===== src/cpu_pkg.sv =====
package cpu_pkg;

    // -------------------------------------------------------------------------
    // sizes and address map
    // -------------------------------------------------------------------------
    localparam int XLEN            = 32;
    localparam int IMEM_AW         = 8;
    localparam int DMEM_AW         = 8;
    localparam int DEBOUNCE_CYCLES = 8;

    // everything from here up is I/O, below is data memory
    localparam logic [XLEN-1:0] IO_BASE  = 32'h0000_F000;
    localparam logic [XLEN-1:0] SW_ADDR  = IO_BASE + 32'h0;
    localparam logic [XLEN-1:0] LED_ADDR = IO_BASE + 32'h4;

    // the only SYSTEM encoding that does anything
    localparam logic [XLEN-1:0] EBREAK_INST = 32'h0010_0073;

    // -------------------------------------------------------------------------
    // encodings
    // -------------------------------------------------------------------------
    typedef enum logic [6:0] {
        OP     = 7'b0110011,
        OP_IMM = 7'b0010011,
        LUI    = 7'b0110111,
        LOAD   = 7'b0000011,
        STORE  = 7'b0100011,
        BRANCH = 7'b1100011,
        JAL    = 7'b1101111,
        SYSTEM = 7'b1110011
    } opcode_e;

    typedef enum logic [2:0] {
        ADD,
        SUB,
        AND,
        OR,
        XOR,
        SLT,
        PASS_B
    } alu_op_e;

    typedef enum logic [1:0] {
        PROGRAM,
        RUN,
        HALT
    } run_state_e;

    // -------------------------------------------------------------------------
    // bundles
    // -------------------------------------------------------------------------
    typedef struct packed {
        alu_op_e alu_op;
        logic    alu_src_imm;
        logic    reg_write;
        logic    mem_read;
        logic    mem_write;
        logic    branch;
        logic    branch_ne;
        logic    jump;
        logic    wb_pc4;
        logic    ebreak;
    } ctrl_t;

    // word write from the boot loader side
    typedef struct packed {
        logic               we;
        logic [IMEM_AW-1:0] addr;
        logic [XLEN-1:0]    data;
    } prog_wr_t;

    typedef struct packed {
        logic            running;
        logic            halted;
        logic [XLEN-1:0] pc;
    } cpu_status_t;

endpackage


===== src/alu.sv =====
`timescale 1ns/1ps

module alu (
    input  logic [cpu_pkg::XLEN-1:0] a_i,
    input  logic [cpu_pkg::XLEN-1:0] b_i,
    input  cpu_pkg::alu_op_e         op_i,
    output logic [cpu_pkg::XLEN-1:0] result_o,
    output logic                     zero_o
);

    import cpu_pkg::*;

    logic lt_signed;

    assign lt_signed = $signed(a_i) < $signed(b_i);

    always_comb begin
        case (op_i)
            ADD:     result_o = a_i + b_i;
            SUB:     result_o = a_i - b_i;
            AND:     result_o = a_i & b_i;
            OR:      result_o = a_i | b_i;
            XOR:     result_o = a_i ^ b_i;
            SLT:     result_o = {{(XLEN-1){1'b0}}, lt_signed};
            // lui puts the U immediate through here
            PASS_B:  result_o = b_i;
            default: result_o = '0;
        endcase
    end

    // compare flag for beq and bne
    assign zero_o = (a_i == b_i);

endmodule


===== config.mk =====
export PLATFORM = sky130hd
export DESIGN_NAME = alu
export DESIGN_NICKNAME = d
export VERILOG_FILES = /design/src/cpu_pkg.sv /design/src/alu.sv
export SDC_FILE = /design/constraint.sdc
export NUM_CORES = 1
export LEC_CHECK = 0
export ABC_AREA = 1
export BUFFER_PORTS_ARGS = -buffer_cell sky130_fd_sc_hd__buf_4
export CORE_ASPECT_RATIO = 2
export CORE_MARGIN = 2
export CORE_UTILIZATION = 44
export DETAILED_ROUTE_END_ITERATION = 12
export SYNTH_ARGS = -nofsm -noshare
export SYNTH_HDL_FRONTEND = slang
export SYNTH_SLANG_ARGS = --single-unit

===== constraint.sdc =====
create_clock -name vclk -period 4.9
set_input_delay 0.98 -clock vclk [all_inputs]
set_output_delay 0.98 -clock vclk [all_outputs]
set_load 0.005 [all_outputs]

## After elaboration in Yosys (flattened, before gate mapping)

Index checks and enable logic that the tools add are counted.

| word-level totals | value |
|---|---|
| register bits after elaboration | 0 |
| input bits | 67 |
| output and inout bits | 33 |
| word-level logic and storage cells | 15 |

| operators by class | value |
|---|---|
| $add $sub $neg | 2 |
| order comparisons | 1 |
| equality and inequality tests | 7 |
| mux-type cells | 1 |
| bitwise gates (word level) | 3 |
| reductions and logical operators | 1 |

Operator list:

| operator | count |
|---|---|
| $pmux W32 S7 | 1 |
| $add A32 B32 Y32 | 1 |
| $and A32 B32 Y32 | 1 |
| $eq A32 B32 Y1 | 1 |
| $lt A32 B32 Y1 | 1 |
| $or A32 B32 Y32 | 1 |
| $sub A32 B32 Y32 | 1 |
| $xor A32 B32 Y32 | 1 |
| $eq A3 B3 Y1 const B | 3 |
| $eq A3 B2 Y1 const B | 2 |
| $eq A3 B1 Y1 const B | 1 |
| $logic_not A3 Y1 | 1 |

## Logic depth before layout (Yosys ltp)

| logic depth | value |
|---|---|
| word-level depth | 2 |
| depth in mapped cells | 17 |
| gate-level depth less buffers | 16 |

## Worst setup path after synthesis

OpenSTA, ideal clock, no wires.

| path | value |
|---|---|
| path type | input to output |
| start | in a_i[0] in the netlist's numbering |
| end | out result_o[0] in the netlist's numbering |
| arrival time | 2.396 ns |
| required time | 3.920 ns |
| slack | 1.524 ns |
| stages on the path | 15 |
| buffers on the path | 0 |
| cell sequence | inv_1 > ha_1 > fa_1 > inv_1 > nand2_1 > nand3_1 > nand2_1 > nand2_1 > nand2_1 > nand2_1 > nand2_1 > nand2_1 > nand2_1 > nand3_1 > nand2_1 |

| on the way | value |
|---|---|
| longest elaborated chain between the ends | 2 |
| elaborated cells between the ends (all ways) | 7 |
| classes of those cells | add/sub: 2; order compare: 1; mux: 1; bitwise: 3 |

RTL lines:

| what | RTL line | text |
|---|---|---|
| start, declared | alu.sv:4 | `input logic [cpu_pkg::XLEN-1:0] a_i,` |
| $sub A32 B32 Y32, or another cell as far along | alu.sv:20 | `SUB: result_o = a_i - b_i;` |
| $pmux W32 S7 (*) | alu.sv:18 | `case (op_i)` |
| end, declared | alu.sv:7 | `output logic [cpu_pkg::XLEN-1:0] result_o,` |

Every way passes the cells marked *; elsewhere a longest branch is shown, timed or not.

## Final worst setup path

Same ends and word-level chain as after synthesis.

==> run metrics <==
most used routing layer=met2; Worst Path Buf+Inv=4; M2 GR Usage=a little over half; CP Capture Type=output port; row cnt=63; Detailed Place HPWL=between 20000 and 25000 um; most frequent CP cell=nand2_1; Critical Path AT=roughly 3300 ps; Synth cell types=33; number of DRC markers in iteration 0=roughly 570; max-cap violation count=0; CP max stage cell=fa_1; Worst setup SP type=primary input; DRC=0; worst-path cell chain=buf_4 -> inv_1 -> ha_1 -> fa_1 -> inv_1 -> nand2_1 -> nand3_1 -> nand2_1 -> nand2_1 -> nand2_1 -> nand2_1 -> nand2_1 -> nand3_1 -> nand3_1 -> nand2_1 -> buf_4; Filler Cell Count=approximately 1700; Starting Density=~45%; crit-path max FO=4; post-route cell area=roughly 0.0074 mm2; Worst IR Drop VDD=roughly 0.063 mV; drt total wl=24900 um; cell count of the worst hold path=4; highest-count cells in the layout ignoring fill and taps=nand2_1, inv_1, nand3_1; final count of hold timing violations=0; first-pass GRT wire length=a little under 40000 um; cell family with most CP delay=simple AND/OR/NAND/NOR gates; I/O Buffers=100; commonest non-fill, non-tap cell in the layout=nand2_1; initial antenna violation count=0; DIE WIDTH=between 90 and 100 um; core area=around 0.015 mm2; post-cts sizing count=0; status=completed; CP Depth=16; Antenna Cells=0; max incr delay on CP=roughly 400 ps; register area share after synthesis=0%; routability cong.=roughly 0.96; critical path type=in -> out; Tmin final=~4300 ps; fin util=50.5%; layout clock buffer count=0; Setup violations, final=0; worst relative slew slack=about 30%; Max Slew Vio Count=0; Ports=100; total grt overflow=0; cell area after placement=0.00741 mm2; pwr/cell area=109 mW/mm2; Tot GR Track Use=between 30% and 40%; die area=0.0159 mm2; worst slew pin tran=around 1000 ps; via density per instance=~5.3; Period Utilization, post-route=between 80% and 90%; FF+latch count=0; largest net degree at the start of global routing=31; P_leak=about 4.7 nW; die height=176 um; mean routed wirelength per cell=between 15 and 20 um; layout cells sized above 1=8.61%; M1 GR Usage=between 30% and 40%; unrepaired setup endpoints after global routing=no; syn avg cell area=approximately 5 um2; P&R area growth vs syn=13.2%; Final ANT Viol Nets=0; Synth Instances=1310; postcts setup bufs=0; Nets=about 1600; register area=0 um2; HP Class=in -> out; mapped cell area=0.00655 mm2; f_max=roughly 230 MHz; Worst EP required=just under 4000 ps; DR pass1 iterations=5; vias in the first global route=roughly 8000; syn nets=approximately 1500; # hold bufs at CTS=0; vias=approximately 8300; met3 global-route usage=between 2 and 3%; TNS Setup=0 ps; Syn. warnings=0
per-stage QoR:
| step | setup slack [ps] | total power, mW | instances | hold slack, ps |
|---|---|---|---|---|
| 5_1_grt | 428 | 0.903 | 1577 | 2300 |
| 6_report | 625 | 0.810 | 1577 | 2290 |
| 4_1_cts | 711 | 0.800 | 1577 | 2290 |
| 2_1_floorplan | 1520 | 0.506 | 1310 | 2060 |
| 3_5_place_dp | 729 | 0.797 | 1577 | 2290 |
| 3_3_place_gp | 705 | 0.791 | 1577 | 2270 |
tightest hold or removal path: cells and delay by family:
| kind | cells | cell delay (ps) |
|---|---|---|
| buffers and inverters | 2 | 200 |
| AO/OA/AOI/OAI | 1 | 60 |
| AND/OR/NAND/NOR | 1 | 60 |
per-layer routing:
layer  vias to the layer above  part of all wire [%]
li1                       4211                     -
met1                      3747                    41
met2                       332                    48
met3                        49                   6.8
met4                         0                   4.0
met5                         -                     0
where the power goes:
part           total [mW]  internal [mW]  leakage, nW  switching [mW]
clock network           0              0            0               0
registers               0              0            0               0
logic               0.810          0.285         4.68           0.525
total               0.810          0.285         4.68           0.525
logic make-up after synthesis:
kind of cell,Yosys count,share of synthesized area (%)
adders and majority gates,108,20.9
buffers and inverters,346,20.8
and+or+nand+nor,685,42.7
AOI/OAI and AO/OA,171,15.6
synthesized netlist by cell type (7+ instances only):
cell type	instances	area, um2
inv_1	306	1150
nor2_1	94	353
o21bai_1	7	52.6
nand4_1	11	68.8
a21oi_1	65	325
a221oi_1	19	166
nor3_1	9	45.0
nand2_1	440	1650
o22ai_1	31	194
ha_1	106	1330
buf_2	24	120
nand3_1	117	586
o21ai_0	34	170
final timing paths:
kind,start,to,slack (ps)
setup / recovery,a_i[0],result_o[0],620
hold / removal,b_i[4],result_o[4],2290
area by class of cell:
type                       instances  area (um2)  share of cell area [%]
inverter                         309        1160                    15.7
tap                              195         244                    3.29
timing repair buffer             109         818                    11.0
multi-input combinational        964        5190                    70.0
(Power assumes the default switching activity.)
