--- src/cpu_pkg.sv ---
package cpu_pkg;

    // -------------------------------------------------------------------------
    // sizes and address map
    // -------------------------------------------------------------------------
    localparam int XLEN            = 32;
    localparam int IMEM_AW         = 8;
    localparam int DMEM_AW         = 8;
    localparam int DEBOUNCE_CYCLES = 8;

    // everything from here up is I/O, below is data memory
    localparam logic [XLEN-1:0] IO_BASE  = 32'h0000_F000;
    localparam logic [XLEN-1:0] SW_ADDR  = IO_BASE + 32'h0;
    localparam logic [XLEN-1:0] LED_ADDR = IO_BASE + 32'h4;

    // the only SYSTEM encoding that does anything
    localparam logic [XLEN-1:0] EBREAK_INST = 32'h0010_0073;

    // -------------------------------------------------------------------------
    // encodings
    // -------------------------------------------------------------------------
    typedef enum logic [6:0] {
        OP     = 7'b0110011,
        OP_IMM = 7'b0010011,
        LUI    = 7'b0110111,
        LOAD   = 7'b0000011,
        STORE  = 7'b0100011,
        BRANCH = 7'b1100011,
        JAL    = 7'b1101111,
        SYSTEM = 7'b1110011
    } opcode_e;

    typedef enum logic [2:0] {
        ADD,
        SUB,
        AND,
        OR,
        XOR,
        SLT,
        PASS_B
    } alu_op_e;

    typedef enum logic [1:0] {
        PROGRAM,
        RUN,
        HALT
    } run_state_e;

    // -------------------------------------------------------------------------
    // bundles
    // -------------------------------------------------------------------------
    typedef struct packed {
        alu_op_e alu_op;
        logic    alu_src_imm;
        logic    reg_write;
        logic    mem_read;
        logic    mem_write;
        logic    branch;
        logic    branch_ne;
        logic    jump;
        logic    wb_pc4;
        logic    ebreak;
    } ctrl_t;

    // word write from the boot loader side
    typedef struct packed {
        logic               we;
        logic [IMEM_AW-1:0] addr;
        logic [XLEN-1:0]    data;
    } prog_wr_t;

    typedef struct packed {
        logic            running;
        logic            halted;
        logic [XLEN-1:0] pc;
    } cpu_status_t;

endpackage

--- src/reg_file.sv ---
`timescale 1ns/1ps

module reg_file (
    input  logic                     clk,
    input  logic                     rstn_fpga,
    input  logic                     we_i,
    input  logic [4:0]               rs1_i,
    input  logic [4:0]               rs2_i,
    input  logic [4:0]               rd_i,
    input  logic [cpu_pkg::XLEN-1:0] wdata_i,
    output logic [cpu_pkg::XLEN-1:0] rdata1_o,
    output logic [cpu_pkg::XLEN-1:0] rdata2_o
);

    import cpu_pkg::*;

    // x0 has no storage
    logic [XLEN-1:0] regs [1:31];

    always_ff @(posedge clk) begin
        if (!rstn_fpga) begin
            for (int i = 1; i < 32; i++) begin
                regs[i] <= '0;
            end
        end else if (we_i && (rd_i != 5'd0)) begin
            regs[rd_i] <= wdata_i;
        end
    end

    assign rdata1_o = (rs1_i == 5'd0) ? '0 : regs[rs1_i];
    assign rdata2_o = (rs2_i == 5'd0) ? '0 : regs[rs2_i];

endmodule

--- config.mk ---
export PLATFORM = sky130hd
export DESIGN_NAME = reg_file
export DESIGN_NICKNAME = d
export VERILOG_FILES = /design/src/cpu_pkg.sv /design/src/reg_file.sv
export SDC_FILE = /design/constraint.sdc
export NUM_CORES = 2
export LEC_CHECK = 0
export ABC_CLOCK_PERIOD_IN_PS = 10430
export BUFFER_PORTS_ARGS = -buffer_cell sky130_fd_sc_hd__buf_4
export CAP_MARGIN = 0
export CORE_ASPECT_RATIO = 0.6
export CORE_MARGIN = 3
export CORE_UTILIZATION = 58
export CTS_BUF_LIST = sky130_fd_sc_hd__clkbuf_16
export CTS_CLUSTER_SIZE = 28
export DETAILED_ROUTE_END_ITERATION = 7
export PLACE_DENSITY_LB_ADDON = 0.2
export SETUP_SLACK_MARGIN = 0.15
export SYNTH_ARGS = -nofsm -noshare
export SYNTH_HDL_FRONTEND = slang
export SYNTH_SLANG_ARGS = --single-unit
--- constraint.sdc ---
create_clock -name clk -period 10.43 [get_ports clk]
set_input_delay 2.6075 -clock clk [delete_from_list [all_inputs] [get_ports clk]]
set_output_delay 2.6075 -clock clk [all_outputs]
set_load 0.01 [all_outputs]
# After elaboration in Yosys (flattened, before gate mapping)
# Memory sizes are Yosys's and may differ from the RTL's.
# Cells that the tools add are included.
# word_totals
elab_cells	15
output_inout_bits	64
mem_count	1
regBits	0
mem_bits_rw	992
input_bits	50
# classes
muxes	9
n_reduce_logical	5
# mem_list
name	depth	width	rd	rd_clocked_by_memory_dff	write_ports	line	source
regs	31	32	2	0	31	reg_file.sv:18	logic [XLEN-1:0] regs [1:31];
# ops
op	n
$mux 32	3
$reduce_or 32->1	1
$logic_not 5->1	2
$mux 1	5
$mux 5	1
$reduce_bool 5->1	1
$logic_and 1x1->1	1

# Logic depth before layout (Yosys ltp)
# logic_depth
ltp_word	7
depth_mapped	9
mapped_depth_nobuf	4

# Worst setup path before layout
# Ideal clock, no wire load.
# synth_timing
kind	input to output
from	input port rs2_i[0]
to	output port rdata2_o[10] (netlist name)
path_buffers	4
t_required_ns	7.823
setup_slack_ns	3.545
path_stages	7
arrival_ns	4.278
cell_sequence	clkbuf_1 buf_6 buf_6 buf_6 mux4_2 a2111oi_0 nor3_1
# synth_between
elab_chain_len	2
elab_cells_between_ends	3
cone_classes	mux: 1; reduce/logical: 1; memory: 1
# synth_rtl
element	line	source
start: declaration	reg_file.sv:8	input logic [4:0] rs2_i,
$mem_v2 31x32 / $logic_not 5->1 (equally long branches)	n/a	
$mux 32 (*)	reg_file.sv:31	assign rdata2_o = (rs2_i == 5'd0) ? '0 : regs[rs2_i];
end: declaration	reg_file.sv:12	output logic [cpu_pkg::XLEN-1:0] rdata2_o
# Mark *: on every way between the ends. The rest lies on a longest branch, timed or not.

# Worst setup path in the final report
# layout_timing
from	input port rs2_i[0]
to	output port rdata2_o[7] (netlist name)
# The elaborated chain is that of the path after synthesis.

==> results.md <==
- CTS Buf Count: between 90 and 100
- Main synth FF type: edfxtp_1
- Initial antenna violation count: 13
- Final WL: around 180,000 um
- 1st-pass router iterations: 7
- Routed Antenna Nets: 0
- DPL Wire Length: approximately 100,000 um
- First-pass GRT wire length: 253,000 um
- Synth Instances: about 3,500
- Final Util: between 60 and 70%
- Crit-path max cell delay: 870 ps
- Vias in the first global route: between 30,000 and 40,000
- Clock root buffer: clkbuf_16
- Cell with the most instances after synthesis: edfxtp_1
- Biggest regs: regs x1024
- Fin nets: ~3,500
- Die ar.: a little under 0.1 mm2
- Post-cts resize count: 0
- RSZ-0062 raised after global routing: false
- Mean Syn Cell Area: 15.5 um2
- Status: finished clean
- Max Cap Viol: 0
- Final Slew Violations: 0
- Mapped Area: ~0.054 mm2
- Crit Path Category: in -> out
- Yosys top cell area share: between 50% and 60%
- GRT Total Usage: 36.5%
- Final RePlAce weighted congestion: 0.884
- Layout fillers: about 6,300
- Core Box Area: a little over 0.09 mm2
- CP Cell Sequence: buf_8 -> buf_4 -> mux4_2 -> a22o_1 -> a2111oi_1 -> nor3_1 -> buf_4
- Routed wire per std cell: about 37 um
- Number of DRC violations after detailed-routing iteration 0: 6,244
- Vias/cell: between 7 and 8
- Top post-synthesis cells by area: edfxtp_1, mux4_2, and2_1
- Ys async rst share: 0%
- TNS Setup: 0 ps
- Post-synth EDFFs: about 1,000
- Worst hold path type: in -> reg
- Peak supply drop: approximately 0.13 mV
- Power consumption: approximately 10 mW
- Worst Path Required: 7820 ps
- Ratio of cells with drive above 1 in the final layout: a little over a quarter
- Footprint of the multi-input gates: ~0.022 mm2
- Slowest-stage cell, CP: a2111oi_1
- Max Fclk: around 120 MHz
- Die W: 401 um
- Biggest register: regs
- Cell mode on critical path: buf_4
- Seq. cell area: just over 0.03 mm2
- Synth cell count leaders: edfxtp_1, and2_1, mux4_2, clkbuf_1, mux2i_1
- Min cycle time layout: 8660 ps
- Layout area overhead: 9.96%
- Clock Sinks: 1,024
- Critical Path End Type: primary output
- P_leak: a little over 20 nW
- Vias post-DR: about 35,000
- Synth warn: 0
- Initial Util: between 50% and 60%
- Hold Vio Cnt, Final: 0
- Final setup vio count: 0
- Boundary Pins: roughly 110
- CTS tree: yes
- Leading area contributor after synthesis: edfxtp_1
- Final period util: between 80% and 90%
- Pwr/cell area: about 160 mW/mm2
- Core Rows: 86
- I/O Buffers: approximately 110
- Post-synthesis sequential area ratio: ~57%
- Grt total ovfl: 0
- Clk slew on worst S/H paths: about 70 ps
- Pin count of the biggest net entering global routing: ~110
- Clock H-tree levels: 3
- Worst setup SP type: input port
- Drt drc: 0
- Postcts setup bufs: 0
- Max reg flops: about 1,000
- CTS Hold Buffers Added: 0
- Worst hold slack: between 2000 and 2500 ps
- Least-Margin Pin Slew: about 1400 ps
- Die height: 243 um
- Max Fanout on Critical Path: 70
- Arrival time worst endpoint: 6050 ps
- Max Buffers Root-to-Sink: 3
- Rel. slew slack: under 10%
- Seq cells post-synth: 1,024
- Number of library cell types mapped by synthesis: 43
logic make-up after synthesis:
logic type	Yosys count	synth area share, %
compound gates	290	3.94
buf+inv	391	3.36
flops	1024	56.7
mux	652	23.0
other cells	1	0.00692
simple gates	1147	13.0
stage by stage:
stage | worst slack [ps] | instances | cell area [um2]
2_1_floorplan | 3540 | 3536 | 54300
6_report | 1770 | 4788 | 59600
4_1_cts | 1870 | 4778 | 59600
5_1_grt | 1700 | 4778 | 59600
3_5_place_dp | 1880 | 4607 | 56400
3_3_place_gp | 1940 | 4607 | 56400
where the power goes:
group | switching [mW] | internal (mW)
sequential | 0.133 | 4.76
clock | 1.60 | 2.05
combinational | 0.685 | 0.511
total | 2.42 | 7.31
cells in the final DEF (no fill, tap or decap), drive strengths merged, types with 4 or more instances in the layout:
| master | instances |
|---|---|
| mux2 | 30 |
| nor2 | 36 |
| nand3 | 5 |
| a221oi | 4 |
| nand2b | 5 |
| clkinvlp | 5 |
| inv | 18 |
| nor3 | 54 |
| mux4 | 472 |
| a2111oi | 55 |
| edfxtp | 1024 |
| nand3b | 5 |
| nor4 | 6 |
| bufinv | 15 |
| o21ai | 35 |
| diode | 10 |
| nand2 | 8 |
| nor2b | 14 |
| or3b | 4 |
| buf | 228 |
| clkinv | 39 |
| a22oi | 16 |
| a32o | 4 |
| clkbuf | 96 |
| and2 | 995 |
| conb | 32 |
| a22o | 51 |
| o22ai | 103 |
| a211oi | 7 |
| mux2i | 150 |
| a21oi | 12 |
metal layers:
| layer | share of wire [%] | up-vias | track usage (%) |
|---|---|---|---|
| li1 | - | 13500 | - |
| met4 | 4.2 | 4 | 14.2 |
| met1 | 36 | 17900 | 52.0 |
| met2 | 44 | 3297 | 53.7 |
| met5 | 0.019 | - | 0 |
| met3 | 16 | 459 | 10.8 |
path summary, 6_finish.rpt:
path / from / end / slack, ps / depth (start not counted)
worst max-delay path: rs2_i[0] / rdata2_o[7] / 1770 / 7
worst min-delay path: wdata_i[21] / regs[0][21]$_DFFE_PP_ / 2310 / 1
worst max-delay path: cells and delay by family:
family | cells | cell delay, ps
mux | 1 | 580
compound gates | 2 | 1120
buf+inv | 3 | 1420
simple gates | 1 | 210
final cells by class:
type / count / share of cell area [%]
Clock buffer: 96 / 4.03
Timing Repair Buffer: 228 / 3.17
Inverter: 2 / 0.0126
Multi-Input combinational cell: 2121 / 37.3
Tap cell: 1232 / 2.59
Antenna cell: 10 / 0.0420
Clock inverter: 75 / 1.29
Sequential cell: 1024 / 51.6
Note: power is estimated with default switching activity, not from simulation.
