$ cat config.mk
export PLATFORM = sky130hd
export DESIGN_NAME = key_debounce
export DESIGN_NICKNAME = d
export VERILOG_FILES = /design/src/cpu_pkg.sv /design/src/key_debounce.sv
export SDC_FILE = /design/constraint.sdc
export NUM_CORES = 1
export LEC_CHECK = 0
export ABC_AREA = 1
export BUFFER_PORTS_ARGS = -buffer_cell sky130_fd_sc_hd__buf_2
export CAP_MARGIN = 25
export CELL_PAD_IN_SITES_DETAIL_PLACEMENT = 2
export CELL_PAD_IN_SITES_GLOBAL_PLACEMENT = 2
export CORE_AREA = 5 5 42 44
export CTS_CLUSTER_SIZE = 40
export DETAILED_ROUTE_END_ITERATION = 12
export DIE_AREA = 0 0 47 49
export PLACE_DENSITY_LB_ADDON = 0.3
export SYNTH_ARGS = -nofsm -noshare
export SYNTH_HDL_FRONTEND = slang
export SYNTH_SLANG_ARGS = --single-unit
$ cat constraint.sdc
create_clock -name clk -period 1.35 [get_ports clk]
set_input_delay 0.135 -clock clk [delete_from_list [all_inputs] [get_ports clk]]
set_output_delay 0.135 -clock clk [all_outputs]
set_load 0.05 [all_outputs]
$ cat src/cpu_pkg.sv
package cpu_pkg;

    // -------------------------------------------------------------------------
    // sizes and address map
    // -------------------------------------------------------------------------
    localparam int XLEN            = 32;
    localparam int IMEM_AW         = 8;
    localparam int DMEM_AW         = 8;
    localparam int DEBOUNCE_CYCLES = 8;

    // everything from here up is I/O, below is data memory
    localparam logic [XLEN-1:0] IO_BASE  = 32'h0000_F000;
    localparam logic [XLEN-1:0] SW_ADDR  = IO_BASE + 32'h0;
    localparam logic [XLEN-1:0] LED_ADDR = IO_BASE + 32'h4;

    // the only SYSTEM encoding that does anything
    localparam logic [XLEN-1:0] EBREAK_INST = 32'h0010_0073;

    // -------------------------------------------------------------------------
    // encodings
    // -------------------------------------------------------------------------
    typedef enum logic [6:0] {
        OP     = 7'b0110011,
        OP_IMM = 7'b0010011,
        LUI    = 7'b0110111,
        LOAD   = 7'b0000011,
        STORE  = 7'b0100011,
        BRANCH = 7'b1100011,
        JAL    = 7'b1101111,
        SYSTEM = 7'b1110011
    } opcode_e;

    typedef enum logic [2:0] {
        ADD,
        SUB,
        AND,
        OR,
        XOR,
        SLT,
        PASS_B
    } alu_op_e;

    typedef enum logic [1:0] {
        PROGRAM,
        RUN,
        HALT
    } run_state_e;

    // -------------------------------------------------------------------------
    // bundles
    // -------------------------------------------------------------------------
    typedef struct packed {
        alu_op_e alu_op;
        logic    alu_src_imm;
        logic    reg_write;
        logic    mem_read;
        logic    mem_write;
        logic    branch;
        logic    branch_ne;
        logic    jump;
        logic    wb_pc4;
        logic    ebreak;
    } ctrl_t;

    // word write from the boot loader side
    typedef struct packed {
        logic               we;
        logic [IMEM_AW-1:0] addr;
        logic [XLEN-1:0]    data;
    } prog_wr_t;

    typedef struct packed {
        logic            running;
        logic            halted;
        logic [XLEN-1:0] pc;
    } cpu_status_t;

endpackage

$ cat src/key_debounce.sv
`timescale 1ns/1ps

module key_debounce (
    input  logic clk,
    input  logic rstn_fpga,
    input  logic key_i,
    output logic press_o
);

    import cpu_pkg::*;

    localparam int CNT_W = $clog2(DEBOUNCE_CYCLES);

    logic             key_meta;
    logic             key_sync;
    logic             key_level;
    logic [CNT_W-1:0] hold_cnt;
    logic             hold_done;

    // new level has been stable long enough to be taken
    assign hold_done = (key_sync != key_level) &&
                       (hold_cnt == CNT_W'(DEBOUNCE_CYCLES - 1));

    always_ff @(posedge clk) begin
        if (!rstn_fpga) begin
            key_meta  <= 1'b0;
            key_sync  <= 1'b0;
            key_level <= 1'b0;
            hold_cnt  <= '0;
        end else begin
            key_meta <= key_i;
            key_sync <= key_meta;
            // any bounce back to the old level restarts the count
            if (key_sync == key_level) begin
                hold_cnt <= '0;
            end else if (hold_done) begin
                key_level <= key_sync;
                hold_cnt  <= '0;
            end else begin
                hold_cnt <= hold_cnt + 1'b1;
            end
        end
    end

    // only the rising edge of the accepted level is a press
    assign press_o = hold_done && key_sync;

    a_single_press : assert property (
        @(posedge clk) disable iff (!rstn_fpga) press_o |=> !press_o
    );

endmodule

* Word-level counts from Yosys, hierarchy flattened *
Cells that the tools add are included.

word-level totals
  flip-flop bits (word level) = 6
  latch bits = 0
  RAM bits = 0
  bits in read-only memories = 0
  input bits = 3
  output and inout port bits = 1
  word-level logic and storage cells = 14
  memories = 0

operators by class
  add/sub/neg operators = 1
  multipliers = 0
  divide/modulo/power cells = 0
  $lt $le $gt $ge = 0
  eq/ne operators = 3
  shift operators = 0
  muxes and demuxes = 0
  bitwise operators = 2
  reduce and logical (&&, ||, !) cells = 4

operator list
  cell                 count
  $add 3x1->3 const B  1
  $eq 3x3->1 const B   1
  $reduce_or 3->1      1
  $logic_and 1x1->1    2
  $not 1->1            2
  $reduce_and 2->1     1
  $eq 1x1->1           1
  $ne 1x1->1           1

* Longest topological paths before layout *
  word-level depth = 3
  depth in mapped cells = 5
  depth with buffers taken out = 5

* Least setup slack after synthesis *
No wires, ideal clock.

  path kind = reg2out
  from = register hold_cnt[0]
  to = output port press_o
  data arrival time = 1.353 ns
  data required time = 1.215 ns
  slack = -0.138 ns
  cell stages (with the launch flop) = 5
  path buffers = 0
  cells stage by stage = dfxtp_1 > ha_1 > ha_1 > nand2_1 > nor2_1

on the way
  longest elaborated chain between the ends = 3

ends and longest elaborated chain
  item                    line                RTL
  from (decl)             key_debounce.sv:17  logic [CNT_W-1:0] hold_cnt;
  from (signal assigned)  key_debounce.sv:40  hold_cnt <= hold_cnt + 1'b1;
  $eq 3x3->1              key_debounce.sv:22  (hold_cnt == CNT_W'(DEBOUNCE_CYCLES - 1));
  $logic_and 1x1->1       key_debounce.sv:21  assign hold_done = (key_sync != key_level) &&
  $logic_and 1x1->1       key_debounce.sv:46  assign press_o = hold_done && key_sync;
  to (decl)               key_debounce.sv:7   output logic press_o

Every way passes these cells.

* Final worst setup path *
Ends and elaborated chain as after synthesis.

==> impl_metrics.ini <==
[status]
status = completed

[layout]
diodes = 0
stdcell_area_sq_um = 355
syn2layout_area_growth_pct = 51.9
drive_gt1_share_pct = 45.9
fin_nets = 44

[min_path]
min_path_cells = 3
min_from = key_i
hold_end = key_meta$_SDFF_PN0_
hold_path_class = primary input to register

[worst_setup_path]
path_max_fanout = 2
path_cells = ha_4 -> ha_4 -> nand2_4 -> nor2_4 -> buf_6
critPathBufInv = 1
r2r_slack_ns = 0.17
cp.arrival_ns = 1.16
endpoint_kind = output port
critical_path.startpoint_type = register
reg2regPathDepth = 6
path_class = register to output port
r2r_end = hold_cnt[0]$_SDFF_PP0_
crit_top_cell = ha_4
cp.required_ns = 1.22
r2r_start = hold_cnt[0]$_SDFF_PP0_
cp_top_family = flip-flops
cp_slowest_cell = dfxtp_2
cp_slowest_stage_delay_ns = 0.35

[timing]
max_freq_mhz = 772
setup_viol = 0
finalCriticalPeriod_ns = 1.29
grt_setup_unrepaired = yes
finClkSkew_ns = 0.000789
min_period_over_period_pct = 95.9
finalHoldViolCount = 0
slew-limit-headroom_pct = 87.4
slew_viol_final = 0
worstMarginPinSlew_ns = 0.189

[die]
rows = 14
die-area_sq_um = 2300
core_region_area_sq_um = 1400
fp.dieW_um = 47
start_util_pct = 16.7
ios = 4
die_h_um = 49

[synthesis]
syn-num-nets = 34
syn_area_sq_um = 234
synth.distinct_cells = 9
synth_seq_cells = 6
synthCells = 29
yosysSeqAreaShare_pct = 51.3
synth_area_per_cell_sq_um = 8.07
yosysWarnings = 0

[clock_network]
numClockSinks = 6
postCtsHoldBufs = 0
cts.reportedPaths.clkPinSlew_ns = 0.04
cts.htree.levels = 1
clock_path_buffers = 2
cts_tree = done
cts_made_buffers = 3
ctsRootBufferMaster = clkbuf_4
clk_latency_ns = 0.24

[grt]
grt_max_degree = 5
grt_usage_pct = 6.21
grt_pass1_vias = 234
grt_pass1_wl_um = 945
gr-total-overflow = 0
antenna_found_initial = 0

[power]
total_power_mw = 0.357
p_int_mw = 0.288
p_clk_share_pct = 44.7
seq_power_share_pct = 51.7
ir_drop_mv = 0.371
switchingPower_mw = 0.0695
power_density_nw_per_um2 = 1010
power.leakage_nw = 0.168
p_sw_share_pct = 19.5
pwr-share-comb_pct = 3.6

[detailed_routing]
drt_pass1_iterations = 2
wl_per_cell_um = 9.36
vias = 194
ant_nets = 0
vias_per_cell = 3.66
drc = 0
drt_iter0_drc = 1
drt_wl_total_um = 496

[placement]
port_buffers = 3
place_congestion = 0.594
dp_hpwl_um = 409
dpl_cell_area_sq_um = 272

[job]
max_cap_violations = 0
[area by class of cell]
class,count,area [sq um]
fillers,168,1050
multi-input cells,15,124
flip-flops and latches,6,123
repair buffers,5,36.3
inverters,8,30.0
clock buffers,3,22.5
well taps,16,20.0
[layout by cell type, fill, tap and decap left out, types with 2 or more instances in the layout]
cell and count:
buf_4 2, nor2_1 3, dfxtp_2 2, clkbuf_4 3
buf_2 2, inv_1 7, nand2_1 5, dfxtp_1 4
ha_4 2
[cell usage after synthesis]
cell type / number / share of area (%)
inv_1: 7 / 11
dfxtp_1: 6 / 51
nand2_1: 6 / 9.6
nor2_1: 4 / 6.4
ha_1: 2 / 11
a21oi_1: 1 / 2.1
inv_2: 1 / 1.6
nand3_2: 1 / 4.3
nor2_2: 1 / 2.7
[layer usage]
| layer | global-route usage (%) | part of all wire, % |
|---|---|---|
| met3 | 3.32 | 5.0 |
| met2 | 10.4 | 59 |
| met1 | 5.31 | 35 |
| met4 | 4.15 | 0 |
| met5 | 0 | 0 |
[logic make-up after synthesis]
| family | Yosys count | synth area share, % |
|---|---|---|
| AND/OR/NAND/NOR | 12 | 23.0 |
| buffers and inverters | 8 | 12.8 |
| flip-flops | 6 | 51.3 |
| adder cells (fa/ha/maj) | 2 | 10.7 |
| AO/OA/AOI/OAI | 1 | 2.14 |
[state kept, by name, indices dropped and copies added, names as in the netlist]
name	cells
hold_cnt	3
key_level	1
key_meta	1
key_sync	1
[worst register-to-register path, delay by kind of cell (launching register included)]
kind	cells	cell delay [ns]
buffers and inverters	1	0.13
flip-flops	1	0.33
AND/OR/NAND/NOR	3	0.32
adder cells (fa/ha/maj)	2	0.32
[how the worst max path moves through the flow]
| stage | cells after the start | slack [ns] | endpoint | start |
|---|---|---|---|---|
| after floorplan | 4 | 0.08 | press_o | hold_cnt[0]$_SDFF_PP0_ |
| after global placement | 5 | 0.12 | press_o | hold_cnt[0]$_SDFF_PP0_ |
| after detailed placement | 5 | 0.06 | press_o | hold_cnt[0]$_SDFF_PP0_ |
| after CTS | 5 | 0.004 | press_o | hold_cnt[0]$_SDFF_PP0_ |
| after global routing | 5 | -0.008 | press_o | hold_cnt[0]$_SDFF_PP0_ |
| final | 5 | 0.06 | press_o | hold_cnt[0]$_SDFF_PP0_ |
[per-stage QoR]
| stage | utilization, % | hold WS [ns] | setup TNS (ns) | worst slack [ns] | std cells |
|---|---|---|---|---|---|
| floorplan | - | 0.228 | 0 | 0.0817 | 29 |
| global route | 25.4 | 0.0985 | -0.00833 | -0.00833 | 53 |
| finish | 25.4 | 0.0864 | 0 | 0.0553 | 53 |
| global placement | 19.4 | 0.319 | 0 | 0.122 | 48 |
| CTS | 24.6 | 0.0847 | 0 | 0.00437 | 53 |
| detailed placement | 19.4 | 0.337 | 0 | 0.0588 | 48 |
[power by group through the flow]
| stage | Clock (mW) | Sequential [mW] | Combinational, mW |
|---|---|---|---|
| finish | 0.160 | 0.185 | 0.0128 |
| floorplan | 0 | 0.186 | 0.00702 |
| CTS | 0.169 | 0.184 | 0.0135 |
| detailed placement | 0 | 0.187 | 0.0130 |
| global route | 0.175 | 0.185 | 0.0151 |
| global placement | 0 | 0.186 | 0.0113 |
[repair_timing]
item	4_1_cts	5_1_grt
hold endpoints to repair	0	0
cloned	0	0
resized for setup	9	2
pin swaps	3	3
setup endpoints to repair	1	1
setup buffers	2	0
No activity file was read; power rests on OpenSTA's default activity.
