File: src/cpu_pkg.sv
package cpu_pkg;

    // -------------------------------------------------------------------------
    // sizes and address map
    // -------------------------------------------------------------------------
    localparam int XLEN            = 32;
    localparam int IMEM_AW         = 8;
    localparam int DMEM_AW         = 8;
    localparam int DEBOUNCE_CYCLES = 8;

    // everything from here up is I/O, below is data memory
    localparam logic [XLEN-1:0] IO_BASE  = 32'h0000_F000;
    localparam logic [XLEN-1:0] SW_ADDR  = IO_BASE + 32'h0;
    localparam logic [XLEN-1:0] LED_ADDR = IO_BASE + 32'h4;

    // the only SYSTEM encoding that does anything
    localparam logic [XLEN-1:0] EBREAK_INST = 32'h0010_0073;

    // -------------------------------------------------------------------------
    // encodings
    // -------------------------------------------------------------------------
    typedef enum logic [6:0] {
        OP     = 7'b0110011,
        OP_IMM = 7'b0010011,
        LUI    = 7'b0110111,
        LOAD   = 7'b0000011,
        STORE  = 7'b0100011,
        BRANCH = 7'b1100011,
        JAL    = 7'b1101111,
        SYSTEM = 7'b1110011
    } opcode_e;

    typedef enum logic [2:0] {
        ADD,
        SUB,
        AND,
        OR,
        XOR,
        SLT,
        PASS_B
    } alu_op_e;

    typedef enum logic [1:0] {
        PROGRAM,
        RUN,
        HALT
    } run_state_e;

    // -------------------------------------------------------------------------
    // bundles
    // -------------------------------------------------------------------------
    typedef struct packed {
        alu_op_e alu_op;
        logic    alu_src_imm;
        logic    reg_write;
        logic    mem_read;
        logic    mem_write;
        logic    branch;
        logic    branch_ne;
        logic    jump;
        logic    wb_pc4;
        logic    ebreak;
    } ctrl_t;

    // word write from the boot loader side
    typedef struct packed {
        logic               we;
        logic [IMEM_AW-1:0] addr;
        logic [XLEN-1:0]    data;
    } prog_wr_t;

    typedef struct packed {
        logic            running;
        logic            halted;
        logic [XLEN-1:0] pc;
    } cpu_status_t;

endpackage

File: src/inst_decoder.sv
`timescale 1ns/1ps

module inst_decoder (
    input  logic [cpu_pkg::XLEN-1:0] inst_i,
    output cpu_pkg::ctrl_t           ctrl_o,
    output logic [cpu_pkg::XLEN-1:0] imm_o,
    output logic [4:0]               rs1_o,
    output logic [4:0]               rs2_o,
    output logic [4:0]               rd_o,
    output cpu_pkg::alu_op_e         alu_op_o
);

    import cpu_pkg::*;

    opcode_e         opcode;
    logic [2:0]      funct3;
    logic [XLEN-1:0] imm_i_type;
    logic [XLEN-1:0] imm_s_type;
    logic [XLEN-1:0] imm_b_type;
    logic [XLEN-1:0] imm_u_type;
    logic [XLEN-1:0] imm_j_type;

    assign opcode = opcode_e'(inst_i[6:0]);
    assign funct3 = inst_i[14:12];
    assign rs1_o  = inst_i[19:15];
    assign rs2_o  = inst_i[24:20];
    assign rd_o   = inst_i[11:7];

    // -------------------------------------------------------------------------
    // immediates
    // -------------------------------------------------------------------------
    assign imm_i_type = {{20{inst_i[31]}}, inst_i[31:20]};
    assign imm_s_type = {{20{inst_i[31]}}, inst_i[31:25], inst_i[11:7]};
    assign imm_b_type = {{19{inst_i[31]}}, inst_i[31], inst_i[7],
                         inst_i[30:25], inst_i[11:8], 1'b0};
    assign imm_u_type = {inst_i[31:12], 12'b0};
    assign imm_j_type = {{11{inst_i[31]}}, inst_i[31], inst_i[19:12],
                         inst_i[20], inst_i[30:21], 1'b0};

    // -------------------------------------------------------------------------
    // control, unsupported encodings fall out as no-ops
    // -------------------------------------------------------------------------
    always_comb begin
        ctrl_o = '0;
        imm_o  = imm_i_type;
        case (opcode)
            OP: begin
                ctrl_o.reg_write = 1'b1;
                case (funct3)
                    3'b000: begin
                        if (inst_i[30]) begin
                            ctrl_o.alu_op = SUB;
                        end else begin
                            ctrl_o.alu_op = ADD;
                        end
                    end
                    3'b010:  ctrl_o.alu_op = SLT;
                    3'b100:  ctrl_o.alu_op = XOR;
                    3'b110:  ctrl_o.alu_op = OR;
                    3'b111:  ctrl_o.alu_op = AND;
                    default: ctrl_o.reg_write = 1'b0;
                endcase
            end
            // addi only
            OP_IMM: begin
                ctrl_o.alu_src_imm = 1'b1;
                ctrl_o.reg_write   = (funct3 == 3'b000);
            end
            LUI: begin
                imm_o              = imm_u_type;
                ctrl_o.alu_op      = PASS_B;
                ctrl_o.alu_src_imm = 1'b1;
                ctrl_o.reg_write   = 1'b1;
            end
            // word accesses only
            LOAD: begin
                ctrl_o.alu_src_imm = 1'b1;
                ctrl_o.mem_read    = (funct3 == 3'b010);
                ctrl_o.reg_write   = (funct3 == 3'b010);
            end
            STORE: begin
                imm_o              = imm_s_type;
                ctrl_o.alu_src_imm = 1'b1;
                ctrl_o.mem_write   = (funct3 == 3'b010);
            end
            BRANCH: begin
                imm_o            = imm_b_type;
                ctrl_o.branch    = (funct3 == 3'b000) || (funct3 == 3'b001);
                ctrl_o.branch_ne = (funct3 == 3'b001);
            end
            JAL: begin
                imm_o            = imm_j_type;
                ctrl_o.jump      = 1'b1;
                ctrl_o.wb_pc4    = 1'b1;
                ctrl_o.reg_write = 1'b1;
            end
            SYSTEM: ctrl_o.ebreak = (inst_i == EBREAK_INST);
            default: ;
        endcase
    end

    assign alu_op_o = ctrl_o.alu_op;

endmodule

File: config.mk
export PLATFORM = sky130hd
export DESIGN_NAME = inst_decoder
export DESIGN_NICKNAME = d
export VERILOG_FILES = /design/src/cpu_pkg.sv /design/src/inst_decoder.sv
export SDC_FILE = /design/constraint.sdc
export NUM_CORES = 1
export LEC_CHECK = 0
export BUFFER_PORTS_ARGS = -buffer_cell sky130_fd_sc_hd__buf_2
export CAP_MARGIN = 20
export CORE_MARGIN = 3
export CORE_UTILIZATION = 31
export DETAILED_ROUTE_END_ITERATION = 8
export PLACE_DENSITY = 0.92
export SYNTH_ARGS = -nofsm -noshare
export SYNTH_HDL_FRONTEND = slang
export SYNTH_SLANG_ARGS = --single-unit
File: constraint.sdc
create_clock -name vclk -period 1.5
set_clock_uncertainty 0.15 [all_clocks]
set_input_delay 0.225 -clock vclk [all_inputs]
set_output_delay 0.225 -clock vclk [all_outputs]
set_load 0.005 [all_outputs]
## Word level (Yosys, flattened, before mapping)

Cells that the tools add are included.

| word-level totals | value |
|---|---|
| register bits after elaboration | 0 |
| output and inout bits | 62 |

| cells by class | value |
|---|---|
| mux-type cells | 12 |
| equal/unequal tests | 14 |
| reductions and logical operators | 5 |

Operator list:

| cell | number |
|---|---|
| $pmux W31 S4 | 1 |
| $eq A32 B21 Y1 const B | 1 |
| $eq A7 B6 Y1 const B | 3 |
| $eq A7 B7 Y1 const B | 3 |
| $pmux W3 S5 | 1 |
| $eq A3 B3 Y1 const B | 3 |
| $eq A7 B2 Y1 const B | 1 |
| $eq A7 B5 Y1 const B | 1 |
| $mux W1 | 6 |
| $pmux W3 S2 | 1 |
| $reduce_or A5 Y1 | 1 |
| $mux W2 | 2 |
| $pmux W1 S4 | 1 |
| $reduce_or A4 Y1 | 1 |
| $eq A3 B1 Y1 const B | 1 |
| $eq A3 B2 Y1 const B | 1 |
| $logic_not A3 Y1 | 1 |
| $reduce_or A2 Y1 | 1 |
| $logic_or A1 B1 Y1 | 1 |

## Logic depth before layout (Yosys ltp)

| depth | value |
|---|---|
| depth after elaboration | 4 |
| mapped depth | 5 |
| depth with buffers taken out | 5 |

## Least setup slack after synthesis

No wires, ideal clock.

| path | value |
|---|---|
| path type | input to output |
| from | input port inst_i[2] (netlist bit) |
| to | output port ctrl_o[11] (netlist bit) |
| slack | -317 ps |
| stages on the path | 4 |
| required time | 1125 ps |
| data arrival time | 1442 ps |
| cells stage by stage | and4bb_2 or3b_1 o31ai_1 buf_4 |

| between the ends | value |
|---|---|
| word-level cells in the longest chain between the ends | 2 |
| elaborated cells on any way between the ends | 3 |
| those cells by class | eq/ne: 2; mux: 1 |

Ends and longest elaborated chain:

| element | line | text |
|---|---|---|
| from (decl) | inst_decoder.sv:4 | `input logic [cpu_pkg::XLEN-1:0] inst_i,` |
| $eq A7 B6 Y1 | inst_decoder.sv:46 | `case (opcode)` |
| $pmux W3 S2 * | inst_decoder.sv:46 |  |
| to (decl) | inst_decoder.sv:5 | `output cpu_pkg::ctrl_t ctrl_o,` |

Every way passes the cells marked *; elsewhere a longest branch is shown, timed or not.

==> results.yml <==
setup_path:
  cp_max_fo: 5
  path_delay_family: "simple AND/OR/NAND/NOR gates"
  worstPathCellList: "buf_8, and4bb_2, or3b_4, a21o_1, o311ai_2, buf_2"
  cp_slowest_stage_delay_ps: 420
  crit_required_ps: 1120
  startpoint_type: "primary input"
  cp_slowest_cell: "or3b_4"
  end_kind: "primary output"
  worst-path-buf-inv: 2
  crit_type: "in -> out"
  cp.arrival_ps: 1480
timing:
  fin_setup_tns_ps: -9826
  fin_hold_ws_ps: 522.4
  fin_ws_ps: -352.1
  max-slew-margin-rel_pct: 80.61
  fmaxAchievable_ghz: 0.5399
  rsz0062_at_grt: "true"
  worst_slew_pin_slew_ps: 288.2
  setup_viol: 45
  period_needed_ps: 1852
  drv_slew: 0
  hold_violations: 0
  min_period_over_period_pct: 123.5
global_routing:
  grt_pass1_wl_um: 6624
  antenna_found_initial: 0
  grt_usage_pct: 25.64
  grt_pass1_vias: 1391
  gr-total-overflow: 0
  grt_max_degree: 9
yosys:
  synthXorXnorAreaFrac_pct: 2.265
  synth_nets: 144
  synth_fa_ha_area_share_pct: 0
  synth_top_family_by_area: "simple AND/OR/NAND/NOR gates"
  synth_top_area_cell: "a21o_1"
  netlist.area_leader.share_pct: 19.42
  synth-compound-area-share_pct: 32.85
  avgSynthCellArea_sq_um: 6.904
  yosys.area_share.simple_pct: 40.94
  synth_common_cells: "a21o_1, buf_4, and2_1"
  ys_types: 36
  postSynthCellCount: 112
  muxShareOfSynthArea_pct: 0
  synth-warning-count: 0
  synth.cell_area_sq_um: 773.2
  synthTopCellsByArea: "a21o_1, buf_4, and2_1"
  ys_seq_area_share_pct: 0
placed_design:
  gp_congestion: 0.8336
  portBuffers: 94
  dpl_cell_area_sq_mm: 0.001433
  placedCellCount: 245
  place.detailed.hpwl_um: 3080
final_layout:
  layout.cells.non_filler: 255
  nNetsFinal: 261
  regArea_sq_um: 0
  layout-drive-gt1-share_pct: 77.53
  fin_area_sq_mm: 0.001739
  n_antenna_cell: 0
  fillerInstances: 161
  nClkBuffers: 0
  design.seq.count: 0
  syn_to_final_growth_pct: 124.9
min_path:
  min_path_type: "in -> out"
power_and_ir_drop:
  power_mw: 0.4017
  max-vdd-ir-drop_mv: 0.1385
  leakage_nw: 0.9917
  power_density_mw_per_mm2: 231.0
floorplan:
  die_area_sq_mm: 0.003130
  rows: 17
  die-width_um: 55.95
  die_h_um: 55.95
  initial_core_util_pct: 33.66
  coreArea_sq_mm: 0.002297
  ios: 94
routing:
  vias_per_cell: 5.522
  wire_per_inst_um: 17.81
  ant_nets: 0
  drt_iter0_drc: 71
  first_pass_iters: 4
  drc_errors: 0
  routed_wl_um: 4542
  num_vias: 1408
cts:
  postCtsHoldBufs: 0
status:
  status: "finished, violations left"
  violations: "setup timing"
run:
  cap_violations: 0
[metal layers]
metal | part of all wire, % | wire length [um] | vias up | global-route usage [%]
li1 | - | - | 631 | -
met2 | 51 | 2325 | 90 | 47.30
met3 | 8.1 | 369 | 18 | 4.408
met4 | 4.1 | 185 | 0 | 11.19
met1 | 37 | 1661 | 669 | 28.43
met5 | 0 | 0 | - | 0
[final timing paths]
check	startpoint	end	slack, ps	depth (start not counted)
setup / recovery	inst_i[3]	ctrl_o[7]	-350	6
hold / removal	inst_i[18]	rs1_o[3]	520	2
[metrics by stage]
| step | worst slack [ps] | utilization, % |
|---|---|---|
| 3_3_place_gp | -344.6 | 62.36 |
| 2_1_floorplan | -244.7 | - |
| 5_1_grt | -386.3 | 75.71 |
| 4_1_cts | -334.2 | 71.24 |
| 6_report | -352.1 | 75.71 |
| 3_5_place_dp | -382.2 | 62.36 |
[report_power, final]
| part | total (mW) | leakage (nW) | switching (mW) | internal [mW] |
|---|---|---|---|---|
| clock | 0 | 0 | 0 | 0 |
| sequential | 0 | 0 | 0 | 0 |
| combinational | 0.402 | 0.992 | 0.183 | 0.219 |
| total | 0.402 | 0.992 | 0.183 | 0.219 |
[final cells by class]
type / instances / area, sq um / share of cell area (%)
multi-input combinational: 87 / 768.2 / 44.17
tap: 28 / 35.03 / 2.014
inverter: 3 / 16.27 / 0.9353
timing repair buffer: 137 / 919.6 / 52.88
[repair_timing]
item / CTS / global route
setup endpoints to repair: 46 / 45
pin swaps: 15 / 9
setup buffers: 6 / 2
endpoints found under the hold margin: 0 / 0
gates resized for setup: 37 / 18
cloned: 2 / 0
[cell usage in the layout, fill, tap and decap left out, types with 2 or more instances in the layout]
cell type / Yosys / routed
nor3_2: 1 / 2
or4_4: 0 / 3
nor2_1: 5 / 4
a22o_1: 4 / 4
and2_4: 0 / 7
and2_1: 9 / 2
nand3_1: 3 / 2
nor2_4: 0 / 2
buf_2: 3 / 81
xnor2_1: 2 / 2
a21o_1: 20 / 20
buf_4: 20 / 35
nand2_1: 7 / 5
nor4_1: 5 / 2
nor4_2: 0 / 3
buf_8: 0 / 4
nand4_1: 3 / 3
buf_6: 0 / 17
a21oi_1: 2 / 2
nand2_2: 0 / 2
nand3_4: 0 / 2
[logic make-up (layout without fill, tap and decap cells)]
kind of cell | after synthesis | count (layout)
xor+xnor | 2 | 2
buf+inv | 27 | 140
simple gates | 49 | 51
compound gates | 34 | 34
No activity file was read; power rests on OpenSTA's default activity.
